$ cat config.mk
export PLATFORM = sky130hd
export DESIGN_NAME = div_unit
export DESIGN_NICKNAME = d
export VERILOG_FILES = /design/src/verilog/div_pkg.sv /design/src/verilog/cla_64.sv /design/src/verilog/cla_block.sv /design/src/verilog/div_datapath.sv /design/src/verilog/div_iter_ctrl.sv /design/src/verilog/div_operand_prep.sv /design/src/verilog/div_result_fix.sv /design/src/verilog/div_unit.sv
export VERILOG_INCLUDE_DIRS = /design/src /design/src/include
export SDC_FILE = /design/constraint.sdc
export NUM_CORES = 1
export LEC_CHECK = 0
export BUFFER_PORTS_ARGS = -buffer_cell sky130_fd_sc_hd__buf_2
export CORE_ASPECT_RATIO = 1.2
export CORE_MARGIN = 3
export CORE_UTILIZATION = 55
export DETAILED_ROUTE_END_ITERATION = 12
export PLACE_DENSITY = 0.83
export SYNTH_ARGS = -nofsm -noshare
export SYNTH_HDL_FRONTEND = slang
export SYNTH_SLANG_ARGS = --single-unit
$ cat constraint.sdc
create_clock -name clk -period 6.14 [get_ports clk]
set_input_delay 0.307 -clock clk [delete_from_list [all_inputs] [get_ports clk]]
set_output_delay 0.307 -clock clk [all_outputs]
set_load 0.01 [all_outputs]
$ cat src/include/div_defs.svh
`ifndef DIV_DEFS_SVH
`define DIV_DEFS_SVH

// Operand, quotient, remainder and result width
`define DIV_WIDTH 64

// One quotient bit is produced per iteration
`define DIV_STEPS 64
`define DIV_CNT_W 6

`endif

$ cat src/verilog/div_pkg.sv
`include "div_defs.svh"

package div_pkg;

  typedef logic [`DIV_WIDTH-1:0] div_word_t;

  // Partial remainder carries a sign bit above the word
  typedef logic [`DIV_WIDTH:0] div_rem_t;

  // Field order matches div_type with is_signed in bit 0 and want_rem in bit 1
  typedef struct packed {
    logic want_rem;
    logic is_signed;
  } div_op_t;

  typedef struct packed {
    div_word_t dividend;
    div_word_t divisor;
    div_op_t   op;
  } div_req_t;

  typedef struct packed {
    logic q_neg;
    logic r_neg;
  } div_sign_t;

  typedef enum logic [1:0] {
    IDLE,
    RUN,
    CORRECT,
    DONE
  } div_state_t;

endpackage

$ cat src/verilog/cla_64.sv
`timescale 1ns/1ps

`include "div_defs.svh"

module cla_64
  import div_pkg::*;
(
  input  div_word_t a,
  input  div_word_t b,
  input  logic      cin,
  output div_word_t sum,
  output logic      cout
);

  localparam int NUM_GRP = `DIV_WIDTH / 4;

  logic [NUM_GRP-1:0] pg;
  logic [NUM_GRP-1:0] gg;
  logic [NUM_GRP-1:0] gc;

  // Propagate, generate and carry-in of each set of four groups
  logic [3:0] sp;
  logic [3:0] sg;
  logic [3:0] sc;

  genvar i;
  genvar j;

  generate
    for (i = 0; i < NUM_GRP; i++) begin : g_grp
      cla_block cla_block_i (
        .a   (a[4*i +: 4]),
        .b   (b[4*i +: 4]),
        .cin (gc[i]),
        .sum (sum[4*i +: 4]),
        .pg  (pg[i]),
        .gg  (gg[i])
      );
    end

    for (j = 0; j < 4; j++) begin : g_set
      logic [3:0] p;
      logic [3:0] g;

      assign p = pg[4*j +: 4];
      assign g = gg[4*j +: 4];

      // Group carries inside the set are formed from the set carry-in
      assign gc[4*j]   = sc[j];
      assign gc[4*j+1] = g[0] | (p[0] & sc[j]);
      assign gc[4*j+2] = g[1] | (p[1] & g[0]) | (p[1] & p[0] & sc[j]);
      assign gc[4*j+3] = g[2] | (p[2] & g[1]) | (p[2] & p[1] & g[0]) |
                         (p[2] & p[1] & p[0] & sc[j]);

      assign sp[j] = &p;
      assign sg[j] = g[3] | (p[3] & g[2]) | (p[3] & p[2] & g[1]) |
                     (p[3] & p[2] & p[1] & g[0]);
    end
  endgenerate

  // Set carries are fully expanded from cin
  assign sc[0] = cin;
  assign sc[1] = sg[0] | (sp[0] & cin);
  assign sc[2] = sg[1] | (sp[1] & sg[0]) | (sp[1] & sp[0] & cin);
  assign sc[3] = sg[2] | (sp[2] & sg[1]) | (sp[2] & sp[1] & sg[0]) |
                 (sp[2] & sp[1] & sp[0] & cin);

  assign cout = sg[3] | (sp[3] & sg[2]) | (sp[3] & sp[2] & sg[1]) |
                (sp[3] & sp[2] & sp[1] & sg[0]) |
                (sp[3] & sp[2] & sp[1] & sp[0] & cin);

endmodule

$ cat src/verilog/cla_block.sv
`timescale 1ns/1ps

module cla_block (
  input  logic [3:0] a,
  input  logic [3:0] b,
  input  logic       cin,
  output logic [3:0] sum,
  output logic       pg,
  output logic       gg
);

  logic [3:0] p;
  logic [3:0] g;
  logic [3:0] c;

  assign p = a ^ b;
  assign g = a & b;

  // All bit carries come straight from cin without ripple inside the group
  assign c[0] = cin;
  assign c[1] = g[0] | (p[0] & cin);
  assign c[2] = g[1] | (p[1] & g[0]) | (p[1] & p[0] & cin);
  assign c[3] = g[2] | (p[2] & g[1]) | (p[2] & p[1] & g[0]) |
                (p[2] & p[1] & p[0] & cin);

  assign sum = p ^ c;

  assign pg = &p;
  assign gg = g[3] | (p[3] & g[2]) | (p[3] & p[2] & g[1]) |
              (p[3] & p[2] & p[1] & g[0]);

endmodule

$ cat src/verilog/div_datapath.sv
`timescale 1ns/1ps

`include "div_defs.svh"

module div_datapath
  import div_pkg::*;
(
  input  logic      clk,
  input  logic      rst_n,
  input  logic      load,
  input  logic      step,
  input  logic      correct,
  input  div_word_t dividend_mag,
  input  div_word_t divisor_mag,
  output div_word_t quotient,
  output div_word_t remainder
);

  div_rem_t  rem;
  div_word_t quo;
  div_word_t dsr;

  div_word_t add_a;
  div_word_t add_b;
  div_word_t add_sum;
  logic      add_cin;
  logic      add_cout;
  logic      sub;
  logic      top_in;
  logic      new_sign;

  // A non-negative remainder subtracts the divisor, a negative one adds it
  assign sub = !correct && !rem[`DIV_WIDTH];

  // During a step the remainder shifts left and takes in the next dividend bit
  assign add_a  = correct ? rem[`DIV_WIDTH-1:0] :
                  {rem[`DIV_WIDTH-2:0], quo[`DIV_WIDTH-1]};
  assign top_in = correct ? rem[`DIV_WIDTH] : rem[`DIV_WIDTH-1];

  assign add_b   = sub ? ~dsr : dsr;
  assign add_cin = sub;

  // Bit 64 of the sum sees an extended divisor bit that is 1 only when subtracting
  assign new_sign = top_in ^ sub ^ add_cout;

  cla_64 cla_64_i (
    .a    (add_a),
    .b    (add_b),
    .cin  (add_cin),
    .sum  (add_sum),
    .cout (add_cout)
  );

  always_ff @(posedge clk or negedge rst_n) begin
    if (!rst_n) begin
      rem <= '0;
      quo <= '0;
    end else if (load) begin
      rem <= '0;
      quo <= dividend_mag;
    end else if (step) begin
      rem <= {new_sign, add_sum};
      quo <= {quo[`DIV_WIDTH-2:0], ~new_sign};
    end else if (correct && rem[`DIV_WIDTH]) begin
      // Adding the divisor back restores the true remainder
      rem <= {new_sign, add_sum};
    end
  end

  always_ff @(posedge clk) begin
    if (load)
      dsr <= divisor_mag;
  end

  assign quotient  = quo;
  assign remainder = rem[`DIV_WIDTH-1:0];

endmodule

$ cat src/verilog/div_iter_ctrl.sv
`timescale 1ns/1ps

`include "div_defs.svh"

module div_iter_ctrl
  import div_pkg::*;
(
  input  logic clk,
  input  logic rst_n,
  input  logic div_valid,
  input  logic flush,
  output logic accept,
  output logic load,
  output logic step,
  output logic correct,
  output logic div_ready,
  output logic out_valid
);

  div_state_t            state;
  logic [`DIV_CNT_W-1:0] cnt;
  logic                  load_r;
  logic                  out_valid_r;

  assign div_ready = (state == IDLE) || (state == DONE);
  assign accept    = div_valid && div_ready && !flush;

  // The first RUN cycle only loads the datapath and the steps follow it
  assign load      = load_r;
  assign step      = (state == RUN) && !load_r;
  assign correct   = (state == CORRECT);
  assign out_valid = out_valid_r;

  always_ff @(posedge clk or negedge rst_n) begin
    if (!rst_n) begin
      state       <= IDLE;
      cnt         <= '0;
      load_r      <= 1'b0;
      out_valid_r <= 1'b0;
    end else if (flush) begin
      state       <= IDLE;
      cnt         <= '0;
      load_r      <= 1'b0;
      out_valid_r <= 1'b0;
    end else begin
      load_r      <= accept;
      out_valid_r <= (state == CORRECT);
      case (state)
        IDLE, DONE: begin
          if (accept) begin
            state <= RUN;
            cnt   <= `DIV_CNT_W'(`DIV_STEPS - 1);
          end
        end
        RUN: begin
          if (step) begin
            cnt <= cnt - 1'b1;
            if (cnt == '0)
              state <= CORRECT;
          end
        end
        CORRECT: state <= DONE;
        default: state <= IDLE;
      endcase
    end
  end

endmodule

$ cat src/verilog/div_operand_prep.sv
`timescale 1ns/1ps

`include "div_defs.svh"

module div_operand_prep
  import div_pkg::*;
(
  input  logic      clk,
  input  logic      rst_n,
  input  logic      accept,
  input  div_req_t  req,
  output div_op_t   op,
  output div_sign_t sign,
  output div_word_t dividend_mag,
  output div_word_t divisor_mag
);

  logic      dividend_neg;
  logic      divisor_neg;
  div_word_t dividend_abs;
  div_word_t divisor_abs;

  assign dividend_neg = req.op.is_signed && req.dividend[`DIV_WIDTH-1];
  assign divisor_neg  = req.op.is_signed && req.divisor[`DIV_WIDTH-1];

  // The most negative value negates to itself, which read unsigned is 2**63
  assign dividend_abs = dividend_neg ? (~req.dividend + 1'b1) : req.dividend;
  assign divisor_abs  = divisor_neg ? (~req.divisor + 1'b1) : req.divisor;

  always_ff @(posedge clk or negedge rst_n) begin
    if (!rst_n) begin
      op   <= '0;
      sign <= '0;
    end else if (accept) begin
      op         <= req.op;
      sign.q_neg <= dividend_neg ^ divisor_neg;
      sign.r_neg <= dividend_neg;
    end
  end

  always_ff @(posedge clk) begin
    if (accept) begin
      dividend_mag <= dividend_abs;
      divisor_mag  <= divisor_abs;
    end
  end

endmodule

$ cat src/verilog/div_result_fix.sv
`timescale 1ns/1ps

module div_result_fix
  import div_pkg::*;
(
  input  div_op_t   op,
  input  div_sign_t sign,
  input  div_word_t quotient,
  input  div_word_t remainder,
  output div_word_t result
);

  div_word_t q_signed;
  div_word_t r_signed;

  // Quotient is negative when exactly one operand was
  assign q_signed = sign.q_neg ? (~quotient + 1'b1) : quotient;

  // Remainder follows the sign of the dividend
  assign r_signed = sign.r_neg ? (~remainder + 1'b1) : remainder;

  assign result = op.want_rem ? r_signed : q_signed;

endmodule

$ cat src/verilog/div_unit.sv
`timescale 1ns/1ps

module div_unit
  import div_pkg::*;
(
  input  logic       clk,
  input  logic       rst_n,
  input  div_word_t  dividend,
  input  div_word_t  divisor,
  input  logic [1:0] div_type,
  input  logic       div_valid,
  input  logic       flush,
  output logic       div_ready,
  output logic       out_valid,
  output div_word_t  result
);

  div_req_t  req;
  div_op_t   op;
  div_sign_t sign;
  div_word_t dividend_mag;
  div_word_t divisor_mag;
  div_word_t quotient;
  div_word_t remainder;
  logic      accept;
  logic      load;
  logic      step;
  logic      correct;

  assign req.dividend = dividend;
  assign req.divisor  = divisor;
  assign req.op       = div_op_t'(div_type);

  div_operand_prep div_operand_prep_i (
    .clk          (clk),
    .rst_n        (rst_n),
    .accept       (accept),
    .req          (req),
    .op           (op),
    .sign         (sign),
    .dividend_mag (dividend_mag),
    .divisor_mag  (divisor_mag)
  );

  div_iter_ctrl div_iter_ctrl_i (
    .clk       (clk),
    .rst_n     (rst_n),
    .div_valid (div_valid),
    .flush     (flush),
    .accept    (accept),
    .load      (load),
    .step      (step),
    .correct   (correct),
    .div_ready (div_ready),
    .out_valid (out_valid)
  );

  div_datapath div_datapath_i (
    .clk          (clk),
    .rst_n        (rst_n),
    .load         (load),
    .step         (step),
    .correct      (correct),
    .dividend_mag (dividend_mag),
    .divisor_mag  (divisor_mag),
    .quotient     (quotient),
    .remainder    (remainder)
  );

  div_result_fix div_result_fix_i (
    .op        (op),
    .sign      (sign),
    .quotient  (quotient),
    .remainder (remainder),
    .result    (result)
  );

endmodule
==> results.cfg <==
[timing]
fin_skew_ns = 0.0281
rsz0062_at_grt = false
relSlewSlack_pct = 10.6
period_minus_slack_ns = 5.22
timing.final.hold_violations = 0
setup_viol = 0
finalSetupTns_ns = 0
fmaxAchievable_mhz = 191
worstMarginPinSlew_ns = 1.34
finalCritPeriodShare_pct = 85.1
slew_violations = 0

[placed_design]
placed_cell_area_sq_um = 23300
hpwlAfterDp_mm = 41.8
port_buffers = 199
gp_congestion = 0.939

[routing]
remaining_drc_errors = 0
routed_via_density = 6.12
vias = 17600
antenna_left = 0
first_pass_iters = 7
wl_mm = 56.4
drt_iter0_drc = 1355
post_drt_wl_per_cell_um = 19.6

[cells_and_area]
drive_above_1_share_pct = 15.4
postLayoutCellArea_sq_um = 24500
area_growth_pct = 11.6
final_nets = 2545
fill_cells = 3071

[global_route]
grt_pass1_wl_mm = 88.8
grt_pass1_vias = 17100
use_met1_pct = 31.0
antenna_found_initial = 2
grtUsageTotal_pct = 25.9
grt_max_degree = 114
grt_util_met2_pct = 45.3
busiest_layer = met2
grtUsageMet3_pct = 3.18
grt_overflow = 0

[synthesis]
synth_top_area_share_pct = 26.3
synth_seq_area_share_pct = 42.5
synth_edf_count = 192
avgSynthCellArea_sq_um = 10.0
netlist_area_sq_um = 21900
synthFlopType = edfxtp_1
synth_cell_types = 73
synth_warnings = 0
ys_top_cells_by_area = edfxtp_1 (26%), dfrtp_1 (16%), xor2_1 (8.1%)
synth_commonest_cells = nand2_1 (211), xor2_1 (202), edfxtp_1 (192)
synth_cells = 2188
ys_async_sr_fraction_pct = 42.5
synth_fp_nets = 2409
yosys.area.top_type = edfxtp_1
yosysMostFrequentCell = nand2_1
synth-seq-cells = 334

[power]
internal_power_mw = 8.22
finalPower_mw = 15.2
p_seq_share_pct = 27.5
comb_power_share_pct = 58.6
p_clk_share_pct = 13.9
power_switching_mw = 6.99
leakage_nw = 9.53
p_per_area_nw_per_um2 = 621
swShare_pct = 45.9
peakVddDrop_v = 0.000328

[worst_setup_path]
crit_fanout = 48
worstSetupPathType = reg2reg
worstPathCellList = inv_1 > ha_2 > buf_12 > mux2_2 > ha_1 > nor3b_1 > o2111ai_1 > or3_1 > a2111o_1 > and3_1 > o22ai_1 > a22o_1 > nand2_1 > nand2_1 > fa_1 > nand2b_1 > o21ai_0
slowest_stage = ha_2
worst_ep_required_time_ns = 6.52
slowest_delay_ns = 0.68
r2r_slack_ns = 0.92
startpoint_type = flop
crit_top_cell = nand2_1
endpoint_kind = flop
arrival_ns = 5.60

[die]
fp.dieW_um = 188
fp.coreArea_sq_um = 39000
die_y_um = 225
num_io_pins = 200
die_area_sq_um = 42300
start_util_pct = 56.2
num_rows = 79

[cts]
clkSinkCount = 334
post-cts-setup-buffer-count = 0
root_buffer = clkbuf_16
cts-htree-levels = 2
clock_tree.buffer_depth = 3
cts_resized = 0
clock_latency_ns = 0.54
clk_pin_slew_ns = 0.06
cts_inserted_buffers = 36
cts_tree = yes
cts_hold_buf = 3

[hold_path]
hold_class = in2reg

[run_status]
status = finished clean

[flow_run]
drv_cap = 0
==> placed cells by master (no fill, tap or decap), drive strengths merged, types with 83 or more instances in the layout <==
cell type,count
o31ai,83
nand2,211
nor2,112
edfxtp,192
o21ai,194
buf,216
xnor2,145
a21oi,110
dfrtp,142
xor2,202
==> area by class of cell <==
type,instances,area (sq um),share of cell area [%]
multi-input cells,1698,12000,49.2
flip-flops and latches,334,9330,38.1
repair buffers,219,1170,4.79
clock buffers,51,1020,4.17
well taps,526,658,2.69
inverters,35,134,0.547
clock inverters,15,124,0.506
diodes,2,5.00,0.0204
==> flip-flops by register name (all words and copies together), names as in the netlist <==
signal / count
div_iter_ctrl_i.load: 1
div_datapath_i.quotient: 64
div_iter_ctrl_i.out_valid: 1
div_datapath_i.rem: 65
div_datapath_i.dsr: 64
div_iter_ctrl_i.cnt: 6
div_operand_prep_i.dividend_mag: 64
div_operand_prep_i.sign: 2
div_iter_ctrl_i.state: 2
div_operand_prep_i.divisor_mag: 64
div_operand_prep_i.op: 1
==> layer usage <==
layer	wire [um]	vias up
met5	0	-
met4	3330	0
met3	3060	189
met2	28100	658
met1	21900	8516
li1	-	8263
==> worst max-delay path: cells and delay by family (launching register included) <==
family          cells  cell delay [ns]
fa+ha+maj           3             1.40
mux                 1             0.39
simple gates        6             1.25
buf+inv             2             0.41
flops               1             0.42
compound gates      5             1.18
==> metrics by stage <==
step	instances	setup slack (ns)	hold WS [ns]	util, %
6_report	2880	0.916	0.0507	62.7
5_1_grt	2880	0.604	0.0365	62.7
4_1_cts	2878	0.976	0.0223	62.7
3_5_place_dp	2809	0.996	0.342	59.7
2_1_floorplan	2188	1.41	0.0114	-
3_3_place_gp	2809	1.07	0.343	59.7
==> kinds of logic (layout without fill, tap and decap cells) <==
logic type	Yosys count	in the layout	share of synthesized area [%]
muxes	134	134	6.47
other	0	2	0
buffers and inverters	156	320	2.75
and+or+nand+nor	586	586	13.3
xor gates and xnor gates	347	347	13.9
adders and majority gates	87	87	5.48
DFF	334	334	42.5
AOI/OAI and AO/OA	544	544	15.7
==> power by group through the flow <==
stage / logic [mW] / registers (mW) / clock network (mW)
2_1_floorplan: 6.80 / 3.73 / 0
3_3_place_gp: 8.48 / 4.16 / 0
3_5_place_dp: 8.80 / 4.20 / 0
4_1_cts: 8.86 / 4.16 / 2.14
5_1_grt: 9.82 / 4.27 / 2.22
6_report: 8.92 / 4.18 / 2.11
==> path summary, 6_finish.rpt <==
check	from	endpoint	cells past startpoint
worst max-delay path	div_iter_ctrl_i.state[0]$_DFFE_PN0P_	div_datapath_i.rem[52]$_DFFE_PN0P_	17
worst min-delay path	div_type[1]	div_operand_prep_i.op[1]$_DFFE_PN0P_	2
worst max register to register	div_iter_ctrl_i.state[0]$_DFFE_PN0P_	div_datapath_i.rem[52]$_DFFE_PN0P_	17
worst min register to register	div_operand_prep_i.divisor_mag[44]$_DFFE_PP_	div_datapath_i.dsr[44]$_DFFE_PP_	0
max in group asynchronous	rst_n	div_operand_prep_i.sign[0]$_DFFE_PN0P_	3
min in group asynchronous	rst_n	div_datapath_i.rem[13]$_DFFE_PN0P_	2
Power figures use the tool's default switching activity.
